[config.mk]
export PLATFORM = sky130hd
export DESIGN_NAME = periph_xbar
export DESIGN_NICKNAME = d
export VERILOG_FILES = /design/src/design/periph_map_pkg.sv /design/src/design/periph_bus_pkg.sv /design/src/design/periph_init_port.sv /design/src/design/periph_rr_arbiter.sv /design/src/design/periph_xbar.sv
export SDC_FILE = /design/constraint.sdc
export NUM_CORES = 1
export LEC_CHECK = 0
export BUFFER_PORTS_ARGS = -buffer_cell sky130_fd_sc_hd__buf_2
export CAP_MARGIN = 20
export CORE_AREA = 2 2 343 345
export CTS_BUF_LIST = sky130_fd_sc_hd__clkbuf_16
export DETAILED_ROUTE_END_ITERATION = 6
export DIE_AREA = 0 0 345 347
export GPL_ROUTABILITY_DRIVEN = 0
export MAX_ROUTING_LAYER = met4
export PLACE_DENSITY_LB_ADDON = 0.2
export SLEW_MARGIN = 25
export SYNTH_ARGS = -nofsm -noshare
export SYNTH_HDL_FRONTEND = slang
export SYNTH_SLANG_ARGS = --single-unit
[constraint.sdc]
create_clock -name clk_i -period 9.73 [get_ports clk_i]
set_clock_uncertainty 0.05 [all_clocks]
set_input_delay 0.4865 -clock clk_i [delete_from_list [all_inputs] [get_ports clk_i]]
set_output_delay 0.4865 -clock clk_i [all_outputs]
set_load 0.02 [all_outputs]
[src/design/periph_map_pkg.sv]
// Peripheral address map
// Cluster base, peripheral window bounds, routing bits and the target index

`default_nettype none

package periph_map_pkg;

  localparam int NUM_TARG = 4;

  // Target index taken from the routing bits inside the window
  typedef enum logic [1:0] {
    TARG_EVENT_UNIT = 2'd0,
    TARG_TIMER      = 2'd1,
    TARG_DMA_CFG    = 2'd2,
    TARG_EXT        = 2'd3
  } target_e;

  // Compared against addr[31:24]
  localparam logic [7:0] CLUSTER_BASE = 8'h10;

  // Inclusive range of addr[23:20]
  localparam logic [3:0] PERIPH_WIN_LO = 4'h2;
  localparam logic [3:0] PERIPH_WIN_HI = 4'h3;

  localparam int ROUTE_LSB = 16;
  localparam int ROUTE_MSB = 17;

endpackage

`default_nettype wire

[src/design/periph_bus_pkg.sv]
// Peripheral bus definitions
// Word widths, initiator count and the command, request and response
// structs carried between initiators and target peripherals

`default_nettype none

package periph_bus_pkg;

  localparam int NUM_INIT   = 4;
  localparam int ADDR_W     = 32;
  localparam int DATA_W     = 32;
  localparam int BE_W       = DATA_W / 8;
  localparam int INIT_IDX_W = $clog2(NUM_INIT);

  typedef logic [ADDR_W-1:0]   addr_t;
  typedef logic [DATA_W-1:0]   data_t;
  typedef logic [BE_W-1:0]     be_t;
  // One bit per initiator
  typedef logic [NUM_INIT-1:0] init_id_t;

  // Issued by an initiator
  typedef struct packed {
    addr_t addr;
    data_t data;
    logic  we_n;  // low for a write
    be_t   be;
  } periph_cmd_t;

  // Command tagged with the requester as seen by a target
  typedef struct packed {
    periph_cmd_t cmd;
    init_id_t    id;
  } periph_req_t;

  typedef struct packed {
    data_t    data;
    init_id_t id;
    logic     opc;  // Error flag
  } periph_rsp_t;

endpackage

`default_nettype wire

[src/design/periph_init_port.sv]
// Initiator port of the peripheral crossbar
// Decodes the request address to a target, raises one request line,
// returns that target's grant and picks out the response for this initiator

`timescale 1ns/1ps
`default_nettype none

module periph_init_port #(
  parameter int unsigned INIT_IDX = 0
) (
  // Initiator side
  input  logic                                                req_i,
  input  periph_bus_pkg::periph_cmd_t                         cmd_i,
  output logic                                                gnt_o,
  output logic                                                rvalid_o,
  output periph_bus_pkg::periph_rsp_t                         rsp_o,

  // Toward the target arbiters
  output logic [periph_map_pkg::NUM_TARG-1:0]                 targ_req_o,
  output periph_bus_pkg::periph_req_t                         targ_req_data_o,
  input  logic [periph_map_pkg::NUM_TARG-1:0]                 targ_gnt_i,

  // Responses from all targets
  input  logic [periph_map_pkg::NUM_TARG-1:0]                 targ_rvalid_i,
  input  periph_bus_pkg::periph_rsp_t [periph_map_pkg::NUM_TARG-1:0] targ_rsp_i
);

  periph_bus_pkg::init_id_t own_id;
  periph_map_pkg::target_e  targ_sel;
  logic                     in_window;

  assign own_id = periph_bus_pkg::init_id_t'(1) << INIT_IDX;

  // Address decode
  always_comb begin
    in_window = (cmd_i.addr[31:24] == periph_map_pkg::CLUSTER_BASE) &&
                (cmd_i.addr[23:20] >= periph_map_pkg::PERIPH_WIN_LO) &&
                (cmd_i.addr[23:20] <= periph_map_pkg::PERIPH_WIN_HI);
    if (in_window) begin
      targ_sel = periph_map_pkg::target_e'(
        cmd_i.addr[periph_map_pkg::ROUTE_MSB:periph_map_pkg::ROUTE_LSB]);
    end else begin
      // Anything outside the window leaves the cluster
      targ_sel = periph_map_pkg::TARG_EXT;
    end
  end

  // Request demux raising req toward the selected target only
  always_comb begin
    targ_req_o           = '0;
    targ_req_o[targ_sel] = req_i;
  end

  assign gnt_o = targ_gnt_i[targ_sel];

  // Same tagged command goes to every arbiter
  assign targ_req_data_o.cmd = cmd_i;
  assign targ_req_data_o.id  = own_id;

  // Response select
  // Targets never send two responses to one initiator in the same cycle
  always_comb begin
    rvalid_o = 1'b0;
    rsp_o    = '0;
    for (int t = 0; t < periph_map_pkg::NUM_TARG; t++) begin
      if (targ_rvalid_i[t] && (targ_rsp_i[t].id == own_id)) begin
        rvalid_o = 1'b1;
        rsp_o    = targ_rsp_i[t];
      end
    end
  end

endmodule

`default_nettype wire

[src/design/periph_rr_arbiter.sv]
// Round-robin arbiter in front of one target peripheral
// Picks the first requester at or after the priority pointer, forwards its
// tagged request and grants it once the target accepts

`timescale 1ns/1ps
`default_nettype none

module periph_rr_arbiter (
  input  logic                                                       clk_i,
  input  logic                                                       rst_i,

  // From the initiator ports
  input  logic [periph_bus_pkg::NUM_INIT-1:0]                        req_i,
  input  periph_bus_pkg::periph_req_t [periph_bus_pkg::NUM_INIT-1:0] req_data_i,
  output logic [periph_bus_pkg::NUM_INIT-1:0]                        gnt_o,

  // Toward the target
  output logic                                                       targ_req_o,
  output periph_bus_pkg::periph_req_t                                targ_req_data_o,
  input  logic                                                       targ_gnt_i
);

  logic [periph_bus_pkg::INIT_IDX_W-1:0] ptr_q;
  logic [periph_bus_pkg::INIT_IDX_W-1:0] ptr_d;
  logic [periph_bus_pkg::INIT_IDX_W-1:0] win;
  logic                                  handshake;

  // Winner search starting at the pointer and wrapping around
  always_comb begin
    int unsigned idx;
    logic        found;
    found = 1'b0;
    win   = ptr_q;
    for (int unsigned k = 0; k < periph_bus_pkg::NUM_INIT; k++) begin
      idx = (int'(ptr_q) + k) % periph_bus_pkg::NUM_INIT;
      if (!found && req_i[idx]) begin
        found = 1'b1;
        win   = periph_bus_pkg::INIT_IDX_W'(idx);
      end
    end
  end

  assign targ_req_o      = |req_i;
  assign targ_req_data_o = req_data_i[win];
  assign handshake       = targ_req_o & targ_gnt_i;

  // Grant only the winner, and only when the target takes it
  always_comb begin
    gnt_o      = '0;
    gnt_o[win] = handshake;
  end

  // Next priority goes to the initiator after the one just served
  always_comb begin
    if (int'(win) == periph_bus_pkg::NUM_INIT - 1) begin
      ptr_d = '0;
    end else begin
      ptr_d = win + 1'b1;
    end
  end

  always_ff @(posedge clk_i) begin
    if (rst_i) begin
      ptr_q <= '0;
    end else if (handshake) begin
      ptr_q <= ptr_d;
    end
  end

endmodule

`default_nettype wire

[src/design/periph_xbar.sv]
// Peripheral crossbar
// Connects every initiator port to every target arbiter. Requests and
// responses pass combinationally and only the arbiter pointers are clocked

`timescale 1ns/1ps
`default_nettype none

module periph_xbar (
  input  logic                                                        clk_i,
  input  logic                                                        rst_i,

  // Initiators
  input  logic [periph_bus_pkg::NUM_INIT-1:0]                         init_req_i,
  input  periph_bus_pkg::periph_cmd_t [periph_bus_pkg::NUM_INIT-1:0]  init_cmd_i,
  output logic [periph_bus_pkg::NUM_INIT-1:0]                         init_gnt_o,
  output logic [periph_bus_pkg::NUM_INIT-1:0]                         init_rvalid_o,
  output periph_bus_pkg::periph_rsp_t [periph_bus_pkg::NUM_INIT-1:0]  init_rsp_o,

  // Targets
  output logic [periph_map_pkg::NUM_TARG-1:0]                         targ_req_o,
  output periph_bus_pkg::periph_req_t [periph_map_pkg::NUM_TARG-1:0]  targ_req_data_o,
  input  logic [periph_map_pkg::NUM_TARG-1:0]                         targ_gnt_i,
  input  logic [periph_map_pkg::NUM_TARG-1:0]                         targ_rvalid_i,
  input  periph_bus_pkg::periph_rsp_t [periph_map_pkg::NUM_TARG-1:0]  targ_rsp_i
);

  // Request and grant matrices in initiator-major and target-major order
  logic [periph_bus_pkg::NUM_INIT-1:0][periph_map_pkg::NUM_TARG-1:0] init_targ_req;
  logic [periph_bus_pkg::NUM_INIT-1:0][periph_map_pkg::NUM_TARG-1:0] init_targ_gnt;
  logic [periph_map_pkg::NUM_TARG-1:0][periph_bus_pkg::NUM_INIT-1:0] arb_req;
  logic [periph_map_pkg::NUM_TARG-1:0][periph_bus_pkg::NUM_INIT-1:0] arb_gnt;

  periph_bus_pkg::periph_req_t [periph_bus_pkg::NUM_INIT-1:0] tagged_req;

  for (genvar i = 0; i < periph_bus_pkg::NUM_INIT; i++) begin : gen_init
    periph_init_port #(
      .INIT_IDX (i)
    ) i_init_port (
      .req_i           (init_req_i[i]),
      .cmd_i           (init_cmd_i[i]),
      .gnt_o           (init_gnt_o[i]),
      .rvalid_o        (init_rvalid_o[i]),
      .rsp_o           (init_rsp_o[i]),
      .targ_req_o      (init_targ_req[i]),
      .targ_req_data_o (tagged_req[i]),
      .targ_gnt_i      (init_targ_gnt[i]),
      .targ_rvalid_i   (targ_rvalid_i),
      .targ_rsp_i      (targ_rsp_i)
    );
  end

  // Transpose
  for (genvar t = 0; t < periph_map_pkg::NUM_TARG; t++) begin : gen_transpose
    for (genvar i = 0; i < periph_bus_pkg::NUM_INIT; i++) begin : gen_bit
      assign arb_req[t][i]       = init_targ_req[i][t];
      assign init_targ_gnt[i][t] = arb_gnt[t][i];
    end
  end

  for (genvar t = 0; t < periph_map_pkg::NUM_TARG; t++) begin : gen_targ
    periph_rr_arbiter i_arb (
      .clk_i           (clk_i),
      .rst_i           (rst_i),
      .req_i           (arb_req[t]),
      .req_data_i      (tagged_req),
      .gnt_o           (arb_gnt[t]),
      .targ_req_o      (targ_req_o[t]),
      .targ_req_data_o (targ_req_data_o[t]),
      .targ_gnt_i      (targ_gnt_i[t])
    );
  end

endmodule

`default_nettype wire

# ---- Word level (Yosys, flattened, before mapping)
# Cells that the tools add are included.
dict set report word_totals {
  register_bits 8
  word_cells 284
}
dict set report classes {
  reduce_logical 60
  mux 128
  magnitude_cmp 40
  n_addsub 16
  n_eq_ne 24
  bitwise 12
}
# op count
set ops {}
lappend ops {{$mux W37} 16}
lappend ops {{$bmux W73 S2} 4}
lappend ops {{$mux W73} 4}
lappend ops {{$lt A2 B3 Y1 const B} 24}
lappend ops {{$mux W1} 56}
lappend ops {{$logic_and A1 B1 Y1} 44}
lappend ops {{$bmux W1 S2} 20}
lappend ops {{$mux W2} 20}
lappend ops {{$and A4 B4 Y4} 8}
lappend ops {{$eq A8 B5 Y1 const B} 4}
lappend ops {{$add A2 B1 Y2 const B} 8}
lappend ops {{$add A2 B2 Y2 const B} 8}
lappend ops {{$demux W1 S2} 8}
lappend ops {{$eq A4 B1 Y1 const B} 4}
lappend ops {{$eq A4 B2 Y1 const B} 4}
lappend ops {{$eq A4 B3 Y1 const B} 4}
lappend ops {{$eq A4 B4 Y1 const B} 4}
lappend ops {{$ge A2 B1 Y1 const B} 8}
lappend ops {{$ge A4 B2 Y1 const B} 4}
lappend ops {{$le A4 B2 Y1 const B} 4}
lappend ops {{$reduce_or A4 Y1} 4}
lappend ops {{$logic_not A1 Y1} 12}
lappend ops {{$eq A2 B1 Y1 const B} 4}
lappend ops {{$and A1 B1 Y1} 4}

# ---- Depth between registers and ports, before layout
# Gate-level depths: netlist (run 1).
dict set report logic_depth {
  ltp_word 28
  ltp_mapped 15
}

# ---- Cells and area by module
# From an unflattened synthesis (run 1), not the netlist that was laid out.
dict set report unflattened {
  cells_unflattened 2954
  hier_area_um2 17157.7
}
# module seq_area_each_um2 cells_per_inst area_per_inst_um2 n_inst
set by_module_without_submodules {}
lappend by_module_without_submodules {{periph_rr_arbiter at gen_targ[1].i_arb ...} 40.0 445 2285.9 2}
lappend by_module_without_submodules {{periph_init_port at gen_init[2].i_init_port ...} 0.0 335 1905.6 2}
lappend by_module_without_submodules {{periph_rr_arbiter at gen_targ[3].i_arb} 40.0 276 2677.6 1}
lappend by_module_without_submodules {{periph_rr_arbiter at gen_targ[0].i_arb} 40.0 445 2290.9 1}
lappend by_module_without_submodules {{periph_init_port at gen_init[1].i_init_port} 0.0 337 1906.8 1}
lappend by_module_without_submodules {{periph_init_port at gen_init[0].i_init_port} 0.0 336 1899.3 1}

# ---- Worst setup path before layout (run 1)
# No wires, ideal clock.
dict set report synth_path {
  path_type {input-to-output}
  start {input init_cmd_i[269] (netlist name)}
  end {output init_gnt_o[2] (netlist name)}
  arrival_time_ns 3.429
  setup_slack_ns 5.765
  stages 15
  path_buffers 4
  path_cell_list {or4_1 buf_2 or4_4 nor3b_1 a31oi_2 a32oi_4 inv_2 buf_6 buf_6 ha_1 nand2_1 nor2_1 a31oi_1 o31ai_1 buf_4}
}
dict set report synth_between {
  elab_chain_len 28
  word_cells_on_any_way 124
  cone_classes {10 x order compare; 1 x eq/ne; 69 x mux; 9 x bitwise; 35 x reduce/logical}
}
# item line
set synth_rtl {}
lappend synth_rtl {{start: declaration} periph_xbar.sv:14} ;# input periph_bus_pkg::periph_cmd_t [periph_bus_pkg::NUM_INIT-1:0] init_cmd_i,
lappend synth_rtl {{$eq A8 B5 Y1 (*)} periph_init_port.sv:36} ;# in_window = (cmd_i.addr[31:24] == periph_map_pkg::CLUSTER_BASE) &&
lappend synth_rtl {{$logic_and A1 B1 Y1 (*)} periph_init_port.sv:36}
lappend synth_rtl {{$logic_and A1 B1 Y1 (*)} periph_init_port.sv:37} ;# (cmd_i.addr[23:20] >= periph_map_pkg::PERIPH_WIN_LO) &&
lappend synth_rtl {{$mux W2 (*)} periph_init_port.sv:39} ;# if (in_window) begin
lappend synth_rtl {{$lt A2 B3 Y1 (implied by the code) / $ge A2 B1 Y1 (equally long branches)} periph_init_port.sv:51} ;# targ_req_o[targ_sel] = req_i;
lappend synth_rtl {{$logic_and A1 B1 Y1 (implied by the code)} periph_init_port.sv:51}
lappend synth_rtl {{$mux W1 (implied by the code)} periph_init_port.sv:51}
lappend synth_rtl {{$demux W1 S2 (*)} n/a}
lappend synth_rtl {{(+12 left out)} n/a}
lappend synth_rtl {{$mux W2} periph_rr_arbiter.sv:36} ;# if (!found && req_i[idx]) begin
lappend synth_rtl {{$lt A2 B3 Y1 (implied by the code) / $ge A2 B1 Y1 (equally long branches)} periph_rr_arbiter.sv:50} ;# gnt_o[win] = handshake;
lappend synth_rtl {{$logic_and A1 B1 Y1 (implied by the code)} periph_rr_arbiter.sv:50}
lappend synth_rtl {{$mux W1 (implied by the code)} periph_rr_arbiter.sv:50}
lappend synth_rtl {{$demux W1 S2} n/a}
lappend synth_rtl {{$and A4 B4 Y4 (no line)} n/a}
lappend synth_rtl {{$bmux W1 S2 (*)} periph_init_port.sv:54} ;# assign gnt_o = targ_gnt_i[targ_sel];
lappend synth_rtl {{$mux W1 (implied by the code) (*)} periph_init_port.sv:54}
lappend synth_rtl {{end: declaration} periph_xbar.sv:15} ;# output logic [periph_bus_pkg::NUM_INIT-1:0] init_gnt_o,
# Every way passes the cells marked *; elsewhere a longest branch is shown, timed or not. The select of a mux whose other input is x is not followed.

==> results of run 1 <==
[synthesized netlist by cell type, types with 11 or more instances]
library cell	count	area share, %
sky130_fd_sc_hd__o21ai_0	171	5.9
sky130_fd_sc_hd__a22oi_1	101	5.2
sky130_fd_sc_hd__nand3_1	12	0.41
sky130_fd_sc_hd__buf_6	11	0.85
sky130_fd_sc_hd__clkbuf_1	118	3.1
sky130_fd_sc_hd__nor2_1	101	2.6
sky130_fd_sc_hd__nand2_1	388	10
sky130_fd_sc_hd__a21oi_1	140	4.8
sky130_fd_sc_hd__mux2i_1	621	43
sky130_fd_sc_hd__a31oi_1	71	3.1
sky130_fd_sc_hd__buf_4	45	2.3
sky130_fd_sc_hd__a211oi_1	73	3.8
sky130_fd_sc_hd__and2_1	72	3.1
sky130_fd_sc_hd__nand4_1	14	0.60
sky130_fd_sc_hd__buf_2	42	1.4
[per-stage QoR]
step,std cells,power [W]
floorplan,2166,0.0005429
finish,4412,0.001131
CTS,4375,0.001134
detailed placement,4372,0.001058
global route,4408,0.001193
global placement,4372,0.001060
[report_power, final]
part	switching (W)	internal, W	leakage, nW
logic	0.000719	0.000306	7.65
registers	0.00000131	0.0000338	0.0649
clock network	0.0000184	0.0000532	0.0372
total	0.000739	0.000393	7.76
[layout make-up]
| type | count | area [sq um] | area share, % |
|---|---|---|---|
| inverters | 15 | 91.34 | 0.4505 |
| well taps | 1524 | 1907 | 9.405 |
| flip-flops and latches | 8 | 160.2 | 0.7899 |
| multi-input cells | 1917 | 13290 | 65.55 |
| diodes | 37 | 92.59 | 0.4566 |
| repair buffers | 908 | 4659 | 22.98 |
| clock buffers | 3 | 75.07 | 0.3703 |
[layer usage]
metal / global-route usage [%] / up-vias / wire (microns)
met5: - / - / 0
met2: 31.53 / 956 / 55750
met3: 3.852 / 176 / 8460
met4: 8.530 / 0 / 6375
li1: - / 9410 / -
met1: 21.80 / 9983 / 46720
[logic make-up (layout without fill, tap and decap cells)]
family	count (synthesis)	count (layout)	synth area share, %
buffers and inverters	241	926	8.327
AOI/OAI and AO/OA	598	598	25.43
adders and majority gates	4	4	0.3448
muxes	621	621	42.82
and+or+nand+nor	682	682	21.95
other	1	49	0.02584
DFF	8	8	1.103
[worst min-delay path by stage]
stage / to / slack (ps) / depth (start not counted)
final: gen_targ[2].i_arb.ptr_q[1] / 490 / 2
after global routing: gen_targ[2].i_arb.ptr_q[1] / 520 / 2
after CTS: gen_targ[2].i_arb.ptr_q[1] / 480 / 2
after detailed placement: gen_targ[2].i_arb.ptr_q[1] / 470 / 2
after global placement: gen_targ[2].i_arb.ptr_q[1] / 470 / 2
after floorplan: gen_targ[2].i_arb.ptr_q[1] / 430 / 2
[worst max-delay path, delay by kind of cell]
family,cells,cell delay [ps]
AOI/OAI and AO/OA,2,600
muxes,2,610
and+or+nand+nor,3,1430
buffers and inverters,4,2060
==> implementation parameters, run 1 <==
Parameter                              Value

Status
  Run status ... finished, final reports clean

Setup path
  CP endpoint kind ... output port
  Reg-to-Reg Start ... gen_targ[1].i_arb.ptr_q[1]
  Kind of launch point of the worst setup path ... input pin
  Critical path destination ... targ_req_data_o[89]
  Logic depth of the worst register-to-register path ... 9
  Delay contributed by the slowest stage of the critical path ... between 800 and 900 ps
  Reg-to-reg critical path endpoint ... gen_targ[1].i_arb.ptr_q[1]
  Crit Path Class ... in -> out
  Standard cell with the maximum stage delay on the critical path ... sky130_fd_sc_hd__buf_4
  Slack of the worst reg-to-reg path ... about 6500 ps
  Cells traversed along the worst timing path ... buf_2, or4_1, or4_4, nor3b_1, a31oi_2, a32oi_4, inv_8, buf_4, mux2i_1, mux2i_1, buf_2
  Maximum fanout along the worst path ... between 70 and 80
  Origin of the worst setup path ... init_cmd_i[269]
  Arr. time, crit path ... approximately 5300 ps
  Required arrival time at the worst endpoint ... just over 9000 ps

Placed design
  Sum of net half-perimeters after detailed placement ... slightly above 90000 microns
  Dpl cell area ... 20110 sq um
  Buffers on Ports ... between 800 and 900
  Worst-case setup slack after placement ... 3772 ps

Global route
  Overall overflow remaining after global route ... 0
  Total GRT Usage ... a little under a fifth
  Maximum number of pins on one net before global-route repair ... between 100 and 150
  Via count of the first global-routing pass ... about 20000
  Wire length of the first global-routing pass ... around 160000 microns
  Initial antenna violation count ... slightly below 60

CTS
  Largest buffer count on any clock path ... 2
  CTS sink cnt ... 8
  Number of clock buffers inserted by TritonCTS ... 3
  Worst skew pair latency ... roughly 240 ps
  Hold buffer count at cts ... 0
  Clock transition at the registers of the reported paths ... around 40 ps
  Post-cts gate resize count ... 0
  Clock tree from TritonCTS ... built
  Number of H-tree levels ... 1
  Clock Root Buffer ... sky130_fd_sc_hd__clkbuf_16
  Post-CTS Setup Inserts ... 0

Drt
  Total wire length after detailed routing ... around 120000 microns
  Number of nets with antenna violations after detailed routing ... 0
  DRC violation count after routing ... 0
  Detailed-route vias per instance ... 4.652
  Starting DRT DRC Count ... ~1300
  Total vias in the final route ... a little over 20000
  Average routed wire per standard cell ... ~27 microns
  Router iterations before antenna repair ... 5

Yosys
  Cell area after synthesis ... roughly 15000 sq um
  Sequential element share of the synthesized area ... under 10%
  Count of state elements after synthesis ... 8
  Yosys synthesis warning count ... 0
  Unique cell type count in the Yosys netlist ... 69
  Proportion of register bits with asynchronous set or reset after synthesis ... 0%
  Flip-flop cell with the highest count after synthesis ... sky130_fd_sc_hd__dfxtp_1
  Average cell area after synthesis ... 6.736 sq um
  Instance count of the mapped netlist ... 2155
  Number of synthesized flops with an enable pin ... 0

Power
  VDD IR-drop max ... 46.01 uV
  Power per cell area ... roughly 56 nW/um^2
  Total leakage power ... about 7.8 nW

Floorplan
  Cell Rows ... roughly 130
  Boundary pin count ... 890
  Initial core utilization ... around 13%
  Core outline area ... 115700 sq um
  Die Wd ... roughly 350 microns
  Floorplan die area ... about 120000 sq um
  Die Ht ... around 350 microns

Timing
  Final hold violation count ... 0
  Tightest Pin Transition ... 1061 ps
  Number of setup violations in the final report ... 0
  Post-route setup slack ... between 3000 and 4000 ps
  Final Max Tran Viols ... 0
  Final Cycle Share ... 60.37%
  Worst hold margin ... about 500 ps
  Setup repair after global routing missed its margin ... no
  Headroom to the max-slew limit ... between 20% and 30%
  F_max ... roughly 0.17 GHz
  Total negative setup slack ... 0 ps
  Period minus WS final ... slightly below 6000 ps

Finish
  Fill cell count ... around 13000
  Register bank with the most flops ... gen_targ.i_arb.ptr_q
  Final non-filler cell area ... a little over 20000 sq um
  Most common cell after layout, fill and taps aside ... sky130_fd_sc_hd__buf_2
  Commonest cells after routing, fill and taps aside ... 877 x sky130_fd_sc_hd__buf_2, 621 x sky130_fd_sc_hd__mux2i_1, 386 x sky130_fd_sc_hd__nand2_1
  Number of nets in the layout ... ~3300
  Final core utilization ... between 10% and 20%
  Max FFs per register ... 8
  Synthesis-to-finish area growth ... 39.69%
  Share of post-route cells with drive strength above 1 ... about 33%
  Top flop regs ... gen_targ.i_arb.ptr_q (8)

Job
  Max-cap violations ... 0

Worst hold path
  Type of the worst min-delay path ... reg -> reg
  Min-Delay Startpoint ... gen_targ[2].i_arb.ptr_q[1]
Note: power is estimated with default switching activity, not from simulation.
==> run 2, diff against run 1 <==
- clock period: 9.73 -> 5.4 ns (I/O delays scaled with it)
==> run 2 against run 1 <==
Sequential power increased by 81%. Highest routed layer unchanged. Hold slack got worse by 150 ps. Core utilization increased by 0.27 points. Register-to-register slack got worse by 4100 ps. Sequential share of layout area about the same. Largest power group unchanged. Combinational power increased by 81%. Critical path depth unchanged. Power increased by 80%. Cell area increased by 1.6%. Count of clock-buffer cells in the layout unchanged. First-iteration DRC count increased by 7.9%. Worst setup slack got worse by 3200 ps.
==> implementation parameters, run 2 (same netlist as run 1, synthesis figures left out) <==
Parameter                              Value

Floorplan
  Cell Rows ... 125 (unchanged)
  Initial core utilization ... 12.54% (unchanged)
  Die Ht ... 347 microns (unchanged)
  Boundary pin count ... 890 (unchanged)
  Die Wd ... 345 microns (unchanged)
  Core outline area ... 115700 sq um (unchanged)
  Floorplan die area ... 119700 sq um (unchanged)

CTS
  Number of clock buffers inserted by TritonCTS ... 3 (unchanged)
  Post-CTS Setup Inserts ... 0 (unchanged)
  Clock transition at the registers of the reported paths ... 40 ps (about the same)
  Clock Root Buffer ... sky130_fd_sc_hd__clkbuf_16 (unchanged)
  Number of H-tree levels ... 1 (unchanged)
  Largest buffer count on any clock path ... 2 (unchanged)
  Hold buffer count at cts ... 0 (unchanged)
  CTS sink cnt ... 8 (unchanged)
  Post-cts gate resize count ... 0 (unchanged)
  Worst skew pair latency ... 240 ps (about the same)
  Clock tree from TritonCTS ... built (unchanged)

Power
  Total leakage power ... 7.937 nW (was 7.755 nW)
  Power per cell area ... 99.16 nW/um^2 (was 55.81 nW/um^2)
  VDD IR-drop max ... 63.83 uV (was 46.01 uV)
  Final Total Pwr ... 0.002042 W (was 0.001131 W)

Timing
  F_max ... 0.2101 GHz
  Final hold violation count ... 0 (unchanged)
  Period minus WS final ... approximately 4800 ps
  Final Cycle Share ... about 88%
  Number of setup violations in the final report ... 0 (unchanged)
  Final Max Tran Viols ... 0 (unchanged)
  Tightest Pin Transition ... 1040 ps (was 1061 ps)
  Setup repair after global routing missed its margin ... no (unchanged)
  Headroom to the max-slew limit ... 30.33% (was 28.95%)
  Total negative setup slack ... 0 ps (unchanged)

Worst hold path
  Hold Path Stages ... 3 (was 2)
  End point of the most critical hold path ... gen_targ[2].i_arb.ptr_q[0] (was gen_targ[2].i_arb.ptr_q[1])
  Type of the worst min-delay path ... in -> reg (was reg -> reg)
  Min-Delay Startpoint ... targ_gnt_i[2] (was gen_targ[2].i_arb.ptr_q[1])

Setup path
  CP endpoint kind ... output port (unchanged)
  Worst path buffer plus inverter count ... 4 (unchanged)
  Required arrival time at the worst endpoint ... 5080 ps (was 9190 ps)
  Delay contributed by the slowest stage of the critical path ... 860 ps (was 890 ps)
  Cells traversed along the worst timing path ... buf_2, nor4b_2, nand4_1, o311a_1, a2111oi_2, nor2_2, inv_8, buf_12, mux2i_1, mux2i_1, buf_2 (was buf_2, or4_1, or4_4, nor3b_1, a31oi_2, a32oi_4, inv_8, buf_4, mux2i_1, mux2i_1, buf_2)
  Crit Path Class ... in -> out (unchanged)
  Logic depth of the worst register-to-register path ... 9 (unchanged)
  Reg-to-Reg Start ... gen_targ[1].i_arb.ptr_q[1] (unchanged)
  Standard cell with the maximum stage delay on the critical path ... sky130_fd_sc_hd__nor4b_2 (was sky130_fd_sc_hd__buf_4)
  Maximum fanout along the worst path ... 63 (was 75)
  Largest delay contributor family on the critical path ... simple AND/OR/NAND/NOR gates (was buffers and inverters)
  Arr. time, crit path ... 4440 ps (was 5340 ps)
  Slack of the worst reg-to-reg path ... 2450 ps (was 6520 ps)
  Reg-to-reg critical path endpoint ... gen_targ[1].i_arb.ptr_q[1] (unchanged)
  Kind of launch point of the worst setup path ... input pin (unchanged)

Drt
  Average routed wire per standard cell ... 26.40 microns (was 26.59 microns)
  Total wire length after detailed routing ... 117100 microns (was 117300 microns)
  Router iterations before antenna repair ... 5 (unchanged)
  Total vias in the final route ... 20590 (was 20530)
  Detailed-route vias per instance ... 4.642 (was 4.652)
  DRC violation count after routing ... 0 (unchanged)
  Starting DRT DRC Count ... 1379 (was 1278)
  Number of nets with antenna violations after detailed routing ... 0 (unchanged)

Placed design
  Buffers on Ports ... 877 (unchanged)
  Sum of net half-perimeters after detailed placement ... 96270 microns (was 92910 microns)

Finish
  Top flop regs ... gen_targ.i_arb.ptr_q (8) (unchanged)
  Synthesis-to-finish area growth ... 41.87% (was 39.69%)
  Max FFs per register ... 8 (unchanged)
  Most common cell after layout, fill and taps aside ... sky130_fd_sc_hd__buf_2 (unchanged)
  Commonest cells after routing, fill and taps aside ... 877 x sky130_fd_sc_hd__buf_2, 621 x sky130_fd_sc_hd__mux2i_1, 386 x sky130_fd_sc_hd__nand2_1 (unchanged)
  Fill cell count ... 13570 (was 13490)
  Number of nets in the layout ... 3326 (was 3295)
  Share of post-route cells with drive strength above 1 ... 34.21% (was 33.50%)
  Register bank with the most flops ... gen_targ.i_arb.ptr_q (unchanged)

Global route
  Initial antenna violation count ... 52 (was 58)
  Via count of the first global-routing pass ... 19990 (was 19750)
  Maximum number of pins on one net before global-route repair ... 82 (was 141)
  Wire length of the first global-routing pass ... 160200 microns (was 160800 microns)
  Total GRT Usage ... 18.80% (was 18.89%)
  Overall overflow remaining after global route ... 0 (unchanged)

Status
  Run status ... finished, final reports clean (unchanged)

Job
  Max-cap violations ... 0 (unchanged)
-- run 2: worst max-delay path by stage --
stage | start | end | slack [ps] | cells past startpoint
6_report | init_cmd_i[206] | targ_req_data_o[10] | 640 | 11
5_1_grt | init_cmd_i[64] | targ_req_data_o[128] | 430 | 11
4_1_cts | init_cmd_i[68] | targ_req_data_o[128] | 850 | 11
3_5_place_dp | init_cmd_i[68] | targ_req_data_o[128] | 850 | 11
3_3_place_gp | init_cmd_i[68] | targ_req_data_o[105] | 920 | 11
2_1_floorplan | init_cmd_i[269] | init_gnt_o[2] | 1870 | 15
-- run 2: routing by layer --
| layer | global-route usage [%] | routed length (microns) |
|---|---|---|
| met2 | 31.46 | 55490 |
| met5 | - | 0 |
| met4 | 7.787 | 6112 |
| met1 | 21.15 | 45920 |
| met3 | 5.025 | 9538 |
-- run 2: area by class of cell --
cell class	count	area, sq um	area share (%)
sequential	8	160.2	0.7777
antenna	29	72.57	0.3524
multi-input combinational	1917	13310	64.62
inverter	15	91.34	0.4436
timing repair buffer	939	4980	24.18
clock buffer	3	75.07	0.3646
tap	1524	1907	9.260
-- run 2: per-stage QoR --
| stage | setup WS (ps) | hold slack [ps] | area (sq um) | cells | utilization (%) |
|---|---|---|---|---|---|
| floorplan | 1868 | 409.0 | 14560 | 2166 | - |
| global placement | 918.3 | 461.7 | 20430 | 4403 | 17.65 |
| detailed placement | 848.5 | 466.6 | 20440 | 4403 | 17.66 |
| CTS | 847.6 | 329.9 | 20510 | 4406 | 17.72 |
| global route | 432.0 | 339.4 | 20580 | 4431 | 17.78 |
| finish | 641.3 | 336.6 | 20590 | 4435 | 17.79 |
-- run 2: report_power, final --
part / leakage, nW / internal, W / switching (W)
logic: 7.83 / 0.000562 / 0.00129
clock network: 0.0372 / 0.0000961 / 0.0000353
registers: 0.0649 / 0.0000609 / 0.00000268
total: 7.94 / 0.000719 / 0.00132
-- run 2: tightest hold or removal path: cells and delay by family --
family	cells	cell delay (ps)
and+or+nand+nor	1	50
buffers and inverters	1	130
AOI/OAI and AO/OA	1	120
==> run 3, diff against run 2 <==
- CELL_PAD_IN_SITES_DETAIL_PLACEMENT: not set -> 2
- CELL_PAD_IN_SITES_GLOBAL_PLACEMENT: not set -> 2
- CORE_AREA: 2 2 343 345 -> 2 2 345 347
- DIE_AREA: 0 0 345 347 -> 0 0 347 349
==> run 3 against run 2 <==
Non-clock buffer count did not move. Final cell count rose by 0.63%. Cell area rose by 0.19%. Global-route usage rose by 0.95 points. Clock power barely moved. Combinational power barely moved. Sequential cell count did not move. Count of clock-buffer cells in the layout did not move.
==> implementation parameters, run 3 (same netlist as run 1, synthesis figures left out) <==
Parameter                              Value

Status
  Run status ... finished, final reports clean (unchanged)

CTS
  Number of clock buffers inserted by TritonCTS ... 3 (unchanged)
  Clock Root Buffer ... sky130_fd_sc_hd__clkbuf_16 (unchanged)
  Post-cts gate resize count ... 0 (unchanged)
  CTS sink cnt ... 8 (unchanged)
  Clock transition at the registers of the reported paths ... 40 ps (about the same)
  Largest buffer count on any clock path ... 2 (unchanged)
  Worst skew pair latency ... 240 ps (about the same)
  Clock tree from TritonCTS ... built (unchanged)
  Post-CTS Setup Inserts ... 0 (unchanged)
  Number of H-tree levels ... 1 (unchanged)
  Hold buffer count at cts ... 0 (unchanged)

Timing
  Final Cycle Share ... 79.80% (was 88.12%)
  Number of setup violations in the final report ... 0 (unchanged)
  Final hold violation count ... 0 (unchanged)
  Headroom to the max-slew limit ... 32.71% (was 30.33%)
  Period minus WS final ... 4309 ps (was 4759 ps)
  Setup repair after global routing missed its margin ... no (unchanged)
  F_max ... 0.2321 GHz (was 0.2101 GHz)
  Worst hold margin ... 314.5 ps (was 336.6 ps)
  Final Max Tran Viols ... 0 (unchanged)
  Total negative setup slack ... 0 ps (unchanged)
  Tightest Pin Transition ... 1005 ps (was 1040 ps)

Floorplan
  Die Ht ... 349 microns (was 347 microns)
  Boundary pin count ... 890 (unchanged)
  Cell Rows ... 126 (was 125)
  Die Wd ... 347 microns (was 345 microns)
  Floorplan die area ... 121100 sq um (was 119700 sq um)
  Initial core utilization ... 12.36% (was 12.54%)
  Core outline area ... 117500 sq um (was 115700 sq um)

Finish
  Share of post-route cells with drive strength above 1 ... 34.21% (unchanged)
  Number of nets in the layout ... 3326 (unchanged)
  Register bank with the most flops ... gen_targ.i_arb.ptr_q (unchanged)
  Top flop regs ... gen_targ.i_arb.ptr_q (8) (unchanged)
  Synthesis-to-finish area growth ... 42.13% (was 41.87%)
  Most common cell after layout, fill and taps aside ... sky130_fd_sc_hd__buf_2 (unchanged)
  Commonest cells after routing, fill and taps aside ... 877 x sky130_fd_sc_hd__buf_2, 621 x sky130_fd_sc_hd__mux2i_1, 386 x sky130_fd_sc_hd__nand2_1 (unchanged)
  Max FFs per register ... 8 (unchanged)

Setup path
  Reg-to-Reg Start ... gen_targ[1].i_arb.ptr_q[1] (unchanged)
  Arr. time, crit path ... 3990 ps (was 4440 ps)
  Crit Path Class ... in -> out (unchanged)
  Cells traversed along the worst timing path ... buf_2, or4b_1, o41ai_1, a311o_1, o21ai_4, inv_6, buf_4, a211oi_1, a31oi_1, buf_2 (was buf_2, nor4b_2, nand4_1, o311a_1, a2111oi_2, nor2_2, inv_8, buf_12, mux2i_1, mux2i_1, buf_2)
  Maximum fanout along the worst path ... 59 (was 63)
  Required arrival time at the worst endpoint ... 5080 ps (about the same)
  Origin of the worst setup path ... init_cmd_i[133] (was init_cmd_i[206])
  Standard cell with the maximum stage delay on the critical path ... sky130_fd_sc_hd__o41ai_1 (was sky130_fd_sc_hd__nor4b_2)
  CP endpoint kind ... output port (unchanged)
  Delay contributed by the slowest stage of the critical path ... 640 ps (was 860 ps)
  Kind of launch point of the worst setup path ... input pin (unchanged)
  Critical Path Most Common Cell ... sky130_fd_sc_hd__buf_2

Global route
  Wire length of the first global-routing pass ... 171300 microns (was 160200 microns)
  Total GRT Usage ... 19.75% (was 18.80%)
  Initial antenna violation count ... 66 (was 52)
  Overall overflow remaining after global route ... 0 (unchanged)
  Maximum number of pins on one net before global-route repair ... 141 (was 82)
  Via count of the first global-routing pass ... 21570 (was 19990)

Power
  Total leakage power ... 7.936 nW (was 7.937 nW)
  VDD IR-drop max ... 67.11 uV (was 63.83 uV)
  Power per cell area ... 99.25 nW/um^2 (was 99.16 nW/um^2)

Drt
  Detailed-route vias per instance ... 4.644 (was 4.642)
  Average routed wire per standard cell ... 27.66 microns (was 26.40 microns)
  Total vias in the final route ... 20720 (was 20590)
  Starting DRT DRC Count ... 891 (was 1379)
  Number of nets with antenna violations after detailed routing ... 0 (unchanged)
  Total wire length after detailed routing ... 123500 microns (was 117100 microns)
  Router iterations before antenna repair ... 5 (unchanged)
  DRC violation count after routing ... 0 (unchanged)

Placed design
  Buffers on Ports ... 877 (unchanged)
  Sum of net half-perimeters after detailed placement ... 99390 microns (was 96270 microns)

Worst hold path
  Min-Delay Startpoint ... rst_i (was targ_gnt_i[2])
  Type of the worst min-delay path ... in -> reg (unchanged)

Job
  Max-cap violations ... 0 (unchanged)
[run 3: final timing paths]
| check | endpoint | slack, ps | cells past startpoint |
|---|---|---|---|
| min | gen_targ[1].i_arb.ptr_q[1] | 310 | 2 |
| max reg2reg | gen_targ[1].i_arb.ptr_q[1] | 3210 | 9 |
| min reg2reg | gen_targ[2].i_arb.ptr_q[1] | 490 | 2 |
| max | targ_req_data_o[236] | 1090 | 10 |
[run 3: where the power goes]
| group | switching (W) | total (W) | internal, W |
|---|---|---|---|
| combinational | 0.00130 | 0.00185 | 0.000557 |
| clock | 0.0000340 | 0.000130 | 0.0000960 |
| sequential | 0.00000300 | 0.0000639 | 0.0000609 |
| total | 0.00133 | 0.00205 | 0.000714 |
[run 3: cell type report]
type                       count  area (sq um)
fill                       14270         96820
multi-input combinational   1917         13310
timing repair buffer         939          4967
tap                         1536          1922
sequential                     8         160.2
antenna                       45         112.6
inverter                      15         86.33
clock buffer                   3         75.07
[run 3: through the flow]
step                      worst slack, ps  utilization [%]  cell area, sq um  total power, W  cells
final                                1091            17.57             20630        0.002048   4463
after global routing                807.9            17.56             20620        0.002188   4459
after CTS                            1010            17.47             20520        0.002083   4418
after detailed placement             1008            17.41             20440        0.001943   4415
after global placement               1012            17.41             20440        0.001938   4415
after floorplan                      1868                -             14560       0.0009782   2166
[run 3: routing by layer]
layer  global-route usage, %  vias up  part of all wire (%)
li1                        -     9479                     -
met1                   22.23    10480                    41
met2                   35.62      663                    51
met3                   4.471       98                   6.1
met4                   3.895        0                   2.2
met5                       -        -                     0
[run 3: worst max-delay path, delay by kind of cell]
kind	cells	cell delay, ps
compound gates	5	1590
buf+inv	4	1450
simple gates	1	610
